## src/dehaze_pkg.sv

```systemverilog
// Shared dehazing types and helpers; recip_of expects a transmission of at least 1 to be useful
`default_nettype none

package dehaze_pkg;

    // ============================================================
    // Data types
    // ============================================================

    // Packed RGB, red in the top byte
    typedef logic [23:0] pixel_t;

    // One colour channel or one light value
    typedef logic [7:0] chan_t;

    // Q0.16 inverse atmospheric light
    typedef logic [15:0] inv_t;

    // Q0.8 transmission, 256 is 1.0
    typedef logic [8:0] trans_t;

    // Q8.8 reciprocal of the transmission
    typedef logic [15:0] recip_t;

    // Dark channel, listed in tie-break order
    typedef enum logic [1:0] {
        CH_RED,
        CH_GREEN,
        CH_BLUE
    } chan_sel_e;

    // ============================================================
    // Defaults
    // ============================================================

    localparam int OMEGA_SHIFT_DEF = 4;    // omega = 15/16
    localparam int T_MIN_DEF       = 26;   // roughly 0.1 in Q0.8
    localparam int LATENCY         = 6;    // input_valid to output_valid

    // 65536 / t, saturated to 16 bits
    function automatic recip_t recip_of(input trans_t t);
        logic [16:0] q;
        if (t == '0) begin
            q = 17'h1ffff;
        end else begin
            q = 17'd65536 / t;
        end
        return (q > 17'd65535) ? 16'hffff : q[15:0];
    endfunction

    // Limit a signed recovery result to a channel value
    function automatic chan_t clamp_chan(input logic signed [10:0] v);
        if (v < 11'sd0) begin
            return 8'd0;
        end
        if (v > 11'sd255) begin
            return 8'd255;
        end
        return v[7:0];
    endfunction

endpackage

`default_nettype wire
```

## src/dehaze_top.sv

```systemverilog
// Dehaze pipeline, fixed 6-cycle latency, no back-pressure, one window accepted per cycle
`timescale 1ns/1ps
`default_nettype none

module dehaze_top #(
    parameter int OMEGA_SHIFT = dehaze_pkg::OMEGA_SHIFT_DEF,
    parameter int T_MIN       = dehaze_pkg::T_MIN_DEF
) (
    input  wire logic               clk,
    input  wire logic               rst,
    input  wire logic               input_valid,
    input  wire dehaze_pkg::pixel_t win_0,
    input  wire dehaze_pkg::pixel_t win_1,
    input  wire dehaze_pkg::pixel_t win_2,
    input  wire dehaze_pkg::pixel_t win_3,
    input  wire dehaze_pkg::pixel_t win_4,
    input  wire dehaze_pkg::pixel_t win_5,
    input  wire dehaze_pkg::pixel_t win_6,
    input  wire dehaze_pkg::pixel_t win_7,
    input  wire dehaze_pkg::pixel_t win_8,
    input  wire dehaze_pkg::chan_t  a_r,
    input  wire dehaze_pkg::chan_t  a_g,
    input  wire dehaze_pkg::chan_t  a_b,
    input  wire dehaze_pkg::inv_t   inv_a_r,
    input  wire dehaze_pkg::inv_t   inv_a_g,
    input  wire dehaze_pkg::inv_t   inv_a_b,
    output dehaze_pkg::chan_t       out_r,
    output dehaze_pkg::chan_t       out_g,
    output dehaze_pkg::chan_t       out_b,
    output logic                    output_valid
);

    dehaze_pkg::chan_t  f_r;
    dehaze_pkg::chan_t  f_g;
    dehaze_pkg::chan_t  f_b;
    logic               f_valid;
    logic [47:0]        inv_d;      // inverses, one cycle behind
    dehaze_pkg::recip_t recip;
    logic               recip_valid;
    logic [47:0]        side_d;     // centre pixel and lights, four cycles behind

    // ============================================================
    // Smoothing, 1 cycle
    // ============================================================

    window_filter u_filter (
        .clk(clk), .rst(rst), .in_valid(input_valid),
        .win_0(win_0), .win_1(win_1), .win_2(win_2),
        .win_3(win_3), .win_4(win_4), .win_5(win_5),
        .win_6(win_6), .win_7(win_7), .win_8(win_8),
        .f_r(f_r), .f_g(f_g), .f_b(f_b), .f_valid(f_valid)
    );

    delay_line #(.WIDTH(48), .DEPTH(1)) inv_delay (
        .clk(clk), .rst(rst),
        .din({inv_a_r, inv_a_g, inv_a_b}),
        .dout(inv_d)
    );

    // ============================================================
    // Transmission, 3 cycles; side data waits 1 + 3
    // ============================================================

    transmission_estimator #(.OMEGA_SHIFT(OMEGA_SHIFT), .T_MIN(T_MIN)) u_trans (
        .clk(clk), .rst(rst), .in_valid(f_valid),
        .f_r(f_r), .f_g(f_g), .f_b(f_b),
        .inv_a_r(inv_d[47:32]), .inv_a_g(inv_d[31:16]), .inv_a_b(inv_d[15:0]),
        .recip(recip), .recip_valid(recip_valid)
    );

    delay_line #(.WIDTH(48), .DEPTH(4)) side_delay (
        .clk(clk), .rst(rst),
        .din({win_4, a_r, a_g, a_b}),
        .dout(side_d)
    );

    // ============================================================
    // Recovery, 2 cycles, owns the output registers
    // ============================================================

    scene_recovery u_recover (
        .clk(clk), .rst(rst), .in_valid(recip_valid),
        .recip(recip), .centre(side_d[47:24]),
        .a_r(side_d[23:16]), .a_g(side_d[15:8]), .a_b(side_d[7:0]),
        .out_r(out_r), .out_g(out_g), .out_b(out_b),
        .output_valid(output_valid)
    );

endmodule

`default_nettype wire

```

## src/scene_recovery.sv

```systemverilog
// Two-stage recovery; recip is Q8.8 and the magnitude saturates at 255 before the add
`timescale 1ns/1ps
`default_nettype none

module scene_recovery (
    input  wire logic               clk,
    input  wire logic               rst,
    input  wire logic               in_valid,
    input  wire dehaze_pkg::recip_t recip,
    input  wire dehaze_pkg::pixel_t centre,
    input  wire dehaze_pkg::chan_t  a_r,
    input  wire dehaze_pkg::chan_t  a_g,
    input  wire dehaze_pkg::chan_t  a_b,
    output dehaze_pkg::chan_t       out_r,
    output dehaze_pkg::chan_t       out_g,
    output dehaze_pkg::chan_t       out_b,
    output logic                    output_valid
);

    // Channel index 0 is red, 2 is blue
    dehaze_pkg::chan_t  light [3];
    dehaze_pkg::chan_t  pix   [3];
    logic signed [8:0]  diff  [3];
    dehaze_pkg::chan_t  absd  [3];
    logic [23:0]        prod  [3];
    dehaze_pkg::chan_t  mag   [3];

    dehaze_pkg::chan_t  s1_mag   [3];
    dehaze_pkg::chan_t  s1_light [3];
    logic [2:0]         s1_neg;
    logic               s1_valid;

    logic signed [10:0] res   [3];
    dehaze_pkg::chan_t  out_q [3];

    assign light[0] = a_r;
    assign light[1] = a_g;
    assign light[2] = a_b;

    // ============================================================
    // Stage 1: sign and scaled magnitude
    // ============================================================

    always_comb begin
        for (int c = 0; c < 3; c++) begin
            pix[c]  = centre[23-8*c -: 8];
            diff[c] = $signed({1'b0, pix[c]}) - $signed({1'b0, light[c]});
            absd[c] = diff[c][8] ? 8'(-diff[c]) : diff[c][7:0];
            prod[c] = absd[c] * recip;
            mag[c]  = (prod[c][23:8] > 16'd255) ? 8'd255 : prod[c][15:8];
        end
    end

    always_ff @(posedge clk) begin
        if (rst) begin
            for (int c = 0; c < 3; c++) begin
                s1_mag[c]   <= '0;
                s1_light[c] <= '0;
            end
            s1_neg   <= '0;
            s1_valid <= 1'b0;
        end else begin
            for (int c = 0; c < 3; c++) begin
                s1_mag[c]   <= mag[c];
                s1_light[c] <= light[c];
                s1_neg[c]   <= diff[c][8];
            end
            s1_valid <= in_valid;
        end
    end

    // ============================================================
    // Stage 2: move away from the light, clamp
    // ============================================================

    always_comb begin
        for (int c = 0; c < 3; c++) begin
            res[c] = s1_neg[c]
                ? $signed({3'b000, s1_light[c]}) - $signed({3'b000, s1_mag[c]})
                : $signed({3'b000, s1_light[c]}) + $signed({3'b000, s1_mag[c]});
        end
    end

    always_ff @(posedge clk) begin
        if (rst) begin
            for (int c = 0; c < 3; c++) begin
                out_q[c] <= '0;
            end
            output_valid <= 1'b0;
        end else begin
            for (int c = 0; c < 3; c++) begin
                out_q[c] <= dehaze_pkg::clamp_chan(res[c]);
            end
            output_valid <= s1_valid;
        end
    end

    assign out_r = out_q[0];
    assign out_g = out_q[1];
    assign out_b = out_q[2];

    // Only compare once both looked-back cycles lie after reset
    a_two_cycle: assert property (@(posedge clk) disable iff (rst)
        !$past(rst, 2) |-> (output_valid == $past(in_valid, 2)));

endmodule

`default_nettype wire

```

## src/transmission_estimator.sv

```systemverilog
// Three-stage transmission path; T_MIN must be 1..256 and OMEGA_SHIFT below 16
`timescale 1ns/1ps
`default_nettype none

module transmission_estimator #(
    parameter int OMEGA_SHIFT = dehaze_pkg::OMEGA_SHIFT_DEF,
    parameter int T_MIN       = dehaze_pkg::T_MIN_DEF
) (
    input  wire logic              clk,
    input  wire logic              rst,
    input  wire logic              in_valid,
    input  wire dehaze_pkg::chan_t f_r,
    input  wire dehaze_pkg::chan_t f_g,
    input  wire dehaze_pkg::chan_t f_b,
    input  wire dehaze_pkg::inv_t  inv_a_r,
    input  wire dehaze_pkg::inv_t  inv_a_g,
    input  wire dehaze_pkg::inv_t  inv_a_b,
    output dehaze_pkg::recip_t     recip,
    output logic                   recip_valid
);

    // ============================================================
    // Stage 1: dark channel and omega scaling
    // ============================================================

    dehaze_pkg::chan_sel_e dark_sel;
    dehaze_pkg::chan_t     dark_min;
    dehaze_pkg::inv_t      dark_inv;
    dehaze_pkg::chan_t     s1_min;
    dehaze_pkg::inv_t      s1_inv;
    logic                  s1_valid;

    // Ties resolve to red, then green
    always_comb begin
        if (f_r <= f_g && f_r <= f_b) begin
            dark_sel = dehaze_pkg::CH_RED;
        end else if (f_g <= f_b) begin
            dark_sel = dehaze_pkg::CH_GREEN;
        end else begin
            dark_sel = dehaze_pkg::CH_BLUE;
        end

        case (dark_sel)
            dehaze_pkg::CH_RED: begin
                dark_min = f_r;
                dark_inv = inv_a_r;
            end
            dehaze_pkg::CH_GREEN: begin
                dark_min = f_g;
                dark_inv = inv_a_g;
            end
            default: begin
                dark_min = f_b;
                dark_inv = inv_a_b;
            end
        endcase
    end

    always_ff @(posedge clk) begin
        if (rst) begin
            s1_min   <= '0;
            s1_inv   <= '0;
            s1_valid <= 1'b0;
        end else begin
            s1_min   <= dark_min;
            s1_inv   <= dark_inv - (dark_inv >> OMEGA_SHIFT);
            s1_valid <= in_valid;
        end
    end

    // ============================================================
    // Stage 2: haze estimate and floored transmission
    // ============================================================

    logic [23:0]        haze_prod;
    dehaze_pkg::trans_t haze;
    dehaze_pkg::trans_t trans_raw;
    dehaze_pkg::trans_t s2_trans;
    logic               s2_valid;

    always_comb begin
        haze_prod = s1_min * s1_inv;
        // Q8.8 estimate, capped at 1.0
        haze      = (haze_prod[23:8] > 16'd256) ? 9'd256 : haze_prod[16:8];
        trans_raw = 9'd256 - haze;
    end

    always_ff @(posedge clk) begin
        if (rst) begin
            s2_trans <= '0;
            s2_valid <= 1'b0;
        end else begin
            s2_trans <= (trans_raw < T_MIN) ? dehaze_pkg::trans_t'(T_MIN) : trans_raw;
            s2_valid <= s1_valid;
        end
    end

    // ============================================================
    // Stage 3: reciprocal
    // ============================================================

    always_ff @(posedge clk) begin
        if (rst) begin
            recip       <= '0;
            recip_valid <= 1'b0;
        end else begin
            recip       <= dehaze_pkg::recip_of(s2_trans);
            recip_valid <= s2_valid;
        end
    end

    a_trans_floor: assert property (@(posedge clk) disable iff (rst)
        s2_valid |-> (s2_trans >= T_MIN));

endmodule

`default_nettype wire

```

## src/delay_line.sv

```systemverilog
// Plain shift register for side data; DEPTH must be at least 1, every stage loads each cycle
`timescale 1ns/1ps
`default_nettype none

module delay_line #(
    parameter int WIDTH = 8,
    parameter int DEPTH = 1
) (
    input  wire logic             clk,
    input  wire logic             rst,
    input  wire logic [WIDTH-1:0] din,
    output logic      [WIDTH-1:0] dout
);

    logic [WIDTH-1:0] stage_q [DEPTH];

    always_ff @(posedge clk) begin
        if (rst) begin
            for (int i = 0; i < DEPTH; i++) begin
                stage_q[i] <= '0;
            end
        end else begin
            stage_q[0] <= din;
            // Shift towards the tail
            for (int i = 1; i < DEPTH; i++) begin
                stage_q[i] <= stage_q[i-1];
            end
        end
    end

    assign dout = stage_q[DEPTH-1];

endmodule

`default_nettype wire

```

## src/window_filter.sv

```systemverilog
// Fixed 1-2-1 kernel only, result truncated by the divide by 16; one cycle, no back-pressure
`timescale 1ns/1ps
`default_nettype none

module window_filter (
    input  wire logic               clk,
    input  wire logic               rst,
    input  wire logic               in_valid,
    input  wire dehaze_pkg::pixel_t win_0,
    input  wire dehaze_pkg::pixel_t win_1,
    input  wire dehaze_pkg::pixel_t win_2,
    input  wire dehaze_pkg::pixel_t win_3,
    input  wire dehaze_pkg::pixel_t win_4,
    input  wire dehaze_pkg::pixel_t win_5,
    input  wire dehaze_pkg::pixel_t win_6,
    input  wire dehaze_pkg::pixel_t win_7,
    input  wire dehaze_pkg::pixel_t win_8,
    output dehaze_pkg::chan_t       f_r,
    output dehaze_pkg::chan_t       f_g,
    output dehaze_pkg::chan_t       f_b,
    output logic                    f_valid
);

    // Kernel sum per byte lane, lane 2 is red, max 16 * 255
    logic [11:0] lane_sum [3];
    logic [23:0] f_q;

    genvar g;
    generate
        for (g = 0; g < 3; g++) begin : g_lane
            // Corners x1, edges x2, centre x4
            assign lane_sum[g] =
                  12'(win_0[g*8 +: 8]) + 12'(win_2[g*8 +: 8])
                + 12'(win_6[g*8 +: 8]) + 12'(win_8[g*8 +: 8])
                + ((12'(win_1[g*8 +: 8]) + 12'(win_3[g*8 +: 8])
                  + 12'(win_5[g*8 +: 8]) + 12'(win_7[g*8 +: 8])) << 1)
                + (12'(win_4[g*8 +: 8]) << 2);
        end
    endgenerate

    always_ff @(posedge clk) begin
        if (rst) begin
            f_q     <= '0;
            f_valid <= 1'b0;
        end else begin
            f_q     <= {lane_sum[2][11:4], lane_sum[1][11:4], lane_sum[0][11:4]};
            f_valid <= in_valid;
        end
    end

    assign f_r = f_q[23:16];
    assign f_g = f_q[15:8];
    assign f_b = f_q[7:0];

    // Valid must be clean once out of reset
    a_valid_known: assert property (@(posedge clk) disable iff (rst) !$isunknown(f_valid));

endmodule

`default_nettype wire

```

## config.mk

```make
export PLATFORM = sky130hd
export DESIGN_NAME = dehaze_top
export DESIGN_NICKNAME = d
export VERILOG_FILES = /design/src/dehaze_pkg.sv /design/src/dehaze_top.sv /design/src/scene_recovery.sv /design/src/transmission_estimator.sv /design/src/delay_line.sv /design/src/window_filter.sv
export SDC_FILE = /design/constraint.sdc
export NUM_CORES = 2
export LEC_CHECK = 0
export ABC_CLOCK_PERIOD_IN_PS = 43100
export BUFFER_PORTS_ARGS = -buffer_cell sky130_fd_sc_hd__buf_2
export CORE_UTILIZATION = 55
export CTS_BUF_LIST = sky130_fd_sc_hd__clkbuf_16
export CTS_CLUSTER_SIZE = 20
export DETAILED_ROUTE_END_ITERATION = 12
export PLACE_DENSITY = 0.82
export REMOVE_ABC_BUFFERS = 1
export SLEW_MARGIN = 40
export SYNTH_ARGS = -nofsm -noshare
export SYNTH_HDL_FRONTEND = slang
export SYNTH_SLANG_ARGS = --single-unit
```

## constraint.sdc

```tcl
create_clock -name clk -period 43.1 [get_ports clk]
set_input_delay 4.31 -clock clk [delete_from_list [all_inputs] [get_ports clk]]
set_output_delay 4.31 -clock clk [all_outputs]
set_load 0.1 [all_outputs]
```

# [Yosys cells after proc, flatten, opt, wreduce, memory -nomap -nowiden]
# Memories as Yosys holds them, arrays and structs flattened.
# Index checks and enable logic that the tools add are counted.
[classes] n_lt_le_gt_ge=15 n_eq_ne=1 n_mul=4 reduce_logical=5 bitwise_logic=13 div=1 n_mux=66 addsub=38
[op_table] cell="$mux 48" n=5
[op_table] cell="$mux 8" n=30
[op_table] cell="$mul 8x16->24" n=4
[op_table] cell="$add 8x8->9" n=9
[op_table] cell="$add 12x8->12" n=6
[op_table] cell="$add 11x8->11" n=6
[op_table] cell="$sub 8x8->9" n=6
[op_table] cell="$gt 16x8->1 const B" n=3
[op_table] cell="$reduce_or 48->1" n=1
[op_table] cell="$add 12x10->12" n=3
[op_table] cell="$add 12x12->12" n=3
[op_table] cell="$mux 17" n=2
[op_table] cell="$gt 11x9->1 const B" n=3
[op_table] cell="$lt 11x1->1 const B" n=3
[op_table] cell="$mux 11" n=3
[op_table] cell="$pmux 16 s2" n=1
[op_table] cell="$le 8x8->1" n=3
[op_table] cell="$neg 8->8" n=3
[op_table] cell="$mux 1" n=19
[op_table] cell="$div 17x9->17 const A" n=1
[op_table] cell="$gt 17x16->1 const B" n=1
[op_table] cell="$gt 16x9->1 const B" n=1
[op_table] cell="$mux 16" n=1
[op_table] cell="$pmux 8 s2" n=1
[op_table] cell="other kinds (12)" n=25
[totals] ramBits=312 inputBits=291 output_inout_bits=25 memories=5 wordCells=161 reg_bits=82
[memory_table] memory="side_delay.stage_q" depth=4 width=48 rd=4 rd_clocked_by_memory_dff=0 wr=4 line_no="delay_line.sv:15" source="logic [WIDTH-1:0] stage_q [DEPTH];"
[memory_table] memory="inv_delay.stage_q" depth=1 width=48 rd=1 rd_clocked_by_memory_dff=0 wr=1 line_no="delay_line.sv:15"
[memory_table] memory="u_recover.out_q" depth=3 width=8 rd=3 rd_clocked_by_memory_dff=0 wr=3 line_no="scene_recovery.sv:34" source="dehaze_pkg::chan_t out_q [3];"
[memory_table] memory="u_recover.s1_light" depth=3 width=8 rd=3 rd_clocked_by_memory_dff=0 wr=3 line_no="scene_recovery.sv:29" source="dehaze_pkg::chan_t s1_light [3];"
[memory_table] memory="u_recover.s1_mag" depth=3 width=8 rd=3 rd_clocked_by_memory_dff=0 wr=3 line_no="scene_recovery.sv:28" source="dehaze_pkg::chan_t s1_mag [3];"

# [Logic depth before layout (Yosys ltp)]
# An unclocked memory read counts as a cell.
[logic_depth] depth_word=12 ltp_mapped=167 mapped_depth_nobuf=156

# [By module]
# Synthesis repeated with hierarchy kept, for this count alone.
[unflattened] cells_unflattened=5158 hier_area_um2=44616.5
[modules_own_cells] module="scene_recovery" cells_each=2215 n_inst=1 area_each_um2=18258.8
[modules_own_cells] module="transmission_estimator" cells_each=1761 n_inst=1 area_each_um2=13628.1
[modules_own_cells] module="window_filter" cells_each=676 n_inst=1 area_each_um2=6276.0
[modules_own_cells] module="delay_line at side_delay" cells_each=405 n_inst=1 area_each_um2=5148.7
[modules_own_cells] module="delay_line at inv_delay" cells_each=101 n_inst=1 area_each_um2=1305.0

# [Least setup slack after synthesis]
# OpenSTA, ideal clock, no wires.
[synth_timing] path_kind="reg-to-reg" from="reg u_trans.s2_trans[0]" to="reg u_trans.recip[0]" setup_time_ps=133 stages_incl_launch_ff=158 arrival_time_ps=29661 path_buffers=14 path_slack_ps=13306 path_cell_list="dfxtp_1 buf_4 buf_4 buf_2 buf_1 clkbuf_1 nand2_1 ha_1 mux2i_1 mux2_2 nand3_1 ha_1 nand2b_1 o21ai_1 mux2i_1 nand2_1 ha_1 o21ai_0 (+122 left out) a21o_1 a21oi_1 and3_2 nand3_4 mux2_4 ha_1 o21ai_0 nand2b_1 a21oi_1 nor2b_1 o21ai_0 nand2b_1 a21oi_1 nor2b_1 o21ai_0 nand4_1 nor4b_1 a31oi_1"
[synth_via] elab_chain_cells=5 word_cells_on_any_way=6 classes_between="1 x div; 1 x order compare; 3 x mux; 1 x reduce/logical"
[synth_lines] item="from (decl)" line_no="transmission_estimator.sv:78" source="dehaze_pkg::trans_t s2_trans;"
[synth_lines] item="from (signal assigned)" line_no="transmission_estimator.sv:93" source="s2_trans <= (trans_raw < T_MIN) ? dehaze_pkg::trans_t'(T_MIN) : trans_raw;"
[synth_lines] item="$div 17x9->17 / $logic_not 9->1 (equally long branches)" line_no="dehaze_pkg.sv:46, dehaze_pkg.sv:43"
[synth_lines] item="$mux 17 *" line_no="dehaze_pkg.sv:43" source="if (t == '0) begin"
[synth_lines] item="$mux 17 *" line_no="transmission_estimator.sv:103" source="if (rst) begin"
[synth_lines] item="$gt 17x16->1" line_no="dehaze_pkg.sv:48" source="return (q > 17'd65535) ? 16'hffff : q[15:0];"
[synth_lines] item="$mux 16 *" line_no="dehaze_pkg.sv:48"
[synth_lines] item="to (signal assigned)" line_no="transmission_estimator.sv:107" source="recip <= dehaze_pkg::recip_of(s2_trans);"
[synth_lines] item="to (decl)" line_no="transmission_estimator.sv:18" source="output dehaze_pkg::recip_t recip,"
# Mark *: on every way between the ends. The rest lies on a longest branch, timed or not. The select of a mux whose other input is x is not followed.
# A chain may end at the register's enable or synchronous reset.

# [Worst setup path in the final report]
[layout_timing] from="reg u_trans.s2_trans[3]" to="reg u_trans.recip[0]"
# The elaborated chain is that of the path after synthesis.

==> flow_summary_export.csv <==
group,metric,value,unit
placement,hpwlAfterDp,76300,µm
floorplan,die_h,279,µm
clocking,cts_max_path_buffers,3,
floorplan,io_pins,316,
logic_synthesis,yosysTopAreaCellShare,20.7,%
min_path,min_path_cells,1,
detailed_routing,routed_wl,98800,µm
placement,gp_congestion,0.963,
floorplan,core,75900,µm²
detailed_routing,drtIter0Drc,2034,
logic_synthesis,yosys.area.top_type,"fa_1",
worst_setup_path,reg2reg_depth,148,
detailed_routing,final_antenna_net_count,0,
worst_setup_path,cp_slowest_cell,"a2111oi_1",
global_route,grt.total_usage,25.6,%
logic_synthesis,synthArstFlopShare,0,%
sta,finalHoldViolations,0,
global_route,grt_max_degree,103,
global_route,overflow,0,
logic_synthesis,ys_warn_count,0,
min_path,holdCritPathClass,"register to register",
clocking,clkLatencyLatePin,0.60,ns
sta,fmax,28.8,MHz
clocking,cts_inserted_buffers,43,
worst_setup_path,critPathKind,"register to register",
clocking,cts.sinks,394,
detailed_routing,vias,33700,
logic_synthesis,avgSynthCellArea,8.67,µm²
clocking,cts_tree,"done",
worst_setup_path,crit_arrival,35.20,ns
detailed_routing,vias_per_cell,5.45,
clocking,ctsHoldBuffers,0,
global_route,grt_pass1_vias,34300,
min_path,whs_endpoint,"side_delay.stage_q[2][44]$_SDFF_PP0_",
logic_synthesis,synthTopCellsByArea,"fa_1 (21%), dfxtp_1 (19%), ha_1 (15%), inv_1 (5.9%), nor2b_1 (5.8%)",
placement,numPortBuffers,315,
logic_synthesis,synth_ff_type,"dfxtp_1",
worst_setup_path,max_stage_delay,0.75,ns
final_layout,fillerInstances,6328,
worst_setup_path,cp.required,43.53,ns
worst_setup_path,worst-r2r-setup-slack,8.33,ns
clocking,cts_resized,0,
final_layout,drive_above_1_share,10.4,%
sta,skew,0.0293,ns
sta,max_slew.worst_pin.slew,0.838,ns
worst_setup_path,reg2reg_from,"u_trans.s2_trans[3]$_SDFF_PP0_",
logic_synthesis,synthTopCellsByCount,"inv_1 (659), ha_1 (493), fa_1 (438)",
logic_synthesis,ys_seq_area_share,18.7,%
clocking,root_buffer,"clkbuf_16",
floorplan,rows,101,
detailed_routing,drc,0,
logic_synthesis,mappedNetlistArea,42300,µm²
worst_setup_path,end_kind,"register",
worst_setup_path,path_common_cell,"o21ai_0",
logic_synthesis,syn-instance-count,4874,
detailed_routing,drtPass1Iterations,6,
logic_synthesis,synth_cell_types,106,
sta,slew-limit-headroom,44.1,%
sta,grt_setup_unrepaired,"no",
clocking,htreeDepth,2,
logic_synthesis,ys_ff_latch,394,
sta,timing.final.crit_period,34.77,ns
flow_run,drv_cap,0,
clocking,postCtsSetupBuffers,0,
floorplan,dieArea,78000,µm²
logic_synthesis,yosysMostFrequentCell,"inv_1",
logic_synthesis,synth_edf_count,0,
global_route,grt_pass1_wl,164000,µm
worst_setup_path,worstSetupStartpointType,"register",
status,outcome,"completed",
sta,slew_viol_final,0,
floorplan,initial_utilization,55.6,%
worst_setup_path,crit_fanout,19,
min_path,min-delay-start,"side_delay.stage_q[1][44]$_SDFF_PP0_",
global_route,antenna_found_initial,3,
detailed_routing,avgRoutedWirePerCell,16.0,µm
final_layout,synthToLayoutAreaGrowth,9.94,%
clocking,path_clk_slew,0.06,ns
sta,setup_viol,0,
worst_setup_path,r2r-end,"u_trans.recip[0]$_SDFF_PP0_",
sta,setup_tns,0,ns
sta,finalCritPeriodShare,80.7,%
final_layout,nets,6347,
floorplan,die_w,279,µm
## layout make-up
cell class / count / area [µm²] / area share [%]
diodes: 1 / 2.50 / 0.00539
well taps: 1030 / 1290 / 2.77
flip-flops and latches: 394 / 7890 / 17.0
multi-input cells: 3666 / 31400 / 67.6
clock buffers: 43 / 1080 / 2.32
clock inverters: 36 / 374 / 0.805
inverters: 662 / 2480 / 5.35
repair buffers: 358 / 1920 / 4.13
## worst max-delay path, delay by kind of cell, from the launching register on
kind / cells / cell delay [ns]
AO/OA/AOI/OAI: 83 / 18.66
buffers and inverters: 2 / 0.70
adder cells (fa/ha/maj): 16 / 5.22
flip-flops: 1 / 0.33
AND/OR/NAND/NOR: 39 / 7.62
multiplexers: 8 / 2.10
## worst max-delay path by stage
| stage | depth (start not counted) | from | slack, ns | to |
|---|---|---|---|---|
| 6_report | 148 | u_trans.s2_trans[3]$_SDFF_PP0_ | 8.33 | u_trans.recip[0]$_SDFF_PP0_ |
| 5_1_grt | 148 | u_trans.s2_trans[3]$_SDFF_PP0_ | 5.12 | u_trans.recip[0]$_SDFF_PP0_ |
| 4_1_cts | 147 | u_trans.s2_trans[3]$_SDFF_PP0_ | 8.63 | u_trans.recip[0]$_SDFF_PP0_ |
| 3_5_place_dp | 147 | u_trans.s2_trans[3]$_SDFF_PP0_ | 8.80 | u_trans.recip[0]$_SDFF_PP0_ |
| 3_3_place_gp | 148 | u_trans.s2_trans[3]$_SDFF_PP0_ | 9.04 | u_trans.recip[0]$_SDFF_PP0_ |
| 2_1_floorplan | 148 | u_trans.s2_trans[3]$_SDFF_PP0_ | 13.42 | u_trans.recip[0]$_SDFF_PP0_ |
## cells by family after synthesis
group           Yosys count  share of synthesized area, %
fa+ha+maj               931                          35.3
mux                      68                          1.80
simple gates           1630                          19.7
flops                   394                          18.7
buf+inv                 814                          7.30
compound gates          817                          12.6
xor+xnor                220                          4.56
## per-stage QoR
| step | cell area (µm²) | util (%) | setup slack (ns) | hold slack [ns] | std cells |
|---|---|---|---|---|---|
| 6_report | 46500 | 61.2 | 8.33 | 0.431 | 6190 |
| 2_1_floorplan | 41700 | - | 13.42 | 0.414 | 4722 |
| 4_1_cts | 46400 | 61.1 | 8.63 | 0.435 | 6189 |
| 3_5_place_dp | 45000 | 59.2 | 8.80 | 0.420 | 6110 |
| 3_3_place_gp | 44900 | 59.2 | 9.04 | 0.417 | 6110 |
| 5_1_grt | 46500 | 61.2 | 5.12 | 0.442 | 6189 |
## per-layer routing
metal	routed length, µm	track usage, %	share of wire (%)
met4	2480	7.51	2.5
met3	5680	2.97	5.8
met2	48500	45.2	49
met5	8	0	0.0081
met1	42100	32.6	43
## registers in the layout, indices dropped and copies added (netlist names)
signal	count
side_delay.stage_q	192
inv_delay.stage_q	48
u_filter.f_q	24
u_recover.out_q	24
u_recover.s1_light	24
u_recover.s1_mag	24
u_trans.recip	16
u_trans.s1_inv	16
u_trans.s2_trans	9
u_trans.s1_min	8
u_recover.s1_neg	3
u_filter.f_valid	1
u_recover.output_valid	1
u_recover.s1_valid	1
u_trans.recip_valid	1
u_trans.s1_valid	1
u_trans.s2_valid	1
## placed cells by master (no fill, tap or decap), types with 17 or more instances in the layout
master,Yosys,layout
buf_4,3,40
xor2_1,82,82
ha_1,493,493
buf_2,8,314
o21bai_1,59,56
nand3_1,42,42
nor4_1,24,24
and2_1,145,145
o31ai_1,21,17
a21oi_1,289,288
xnor2_1,138,131
nor3_1,99,99
fa_1,438,438
nor2_1,377,376
a21o_1,117,117
dfxtp_1,394,393
nand2_1,342,342
a31oi_1,18,17
clkbuf_16,0,43
mux2i_1,33,33
mux2_2,26,26
o21ai_0,123,123
inv_1,659,666
or3_1,22,22
nor2b_1,395,395
nand2b_1,100,100
o21a_1,45,45
Power is left out: the tool's default activity adds up to more than one toggle a clock period on the data nets, which glitch-free logic cannot reach.
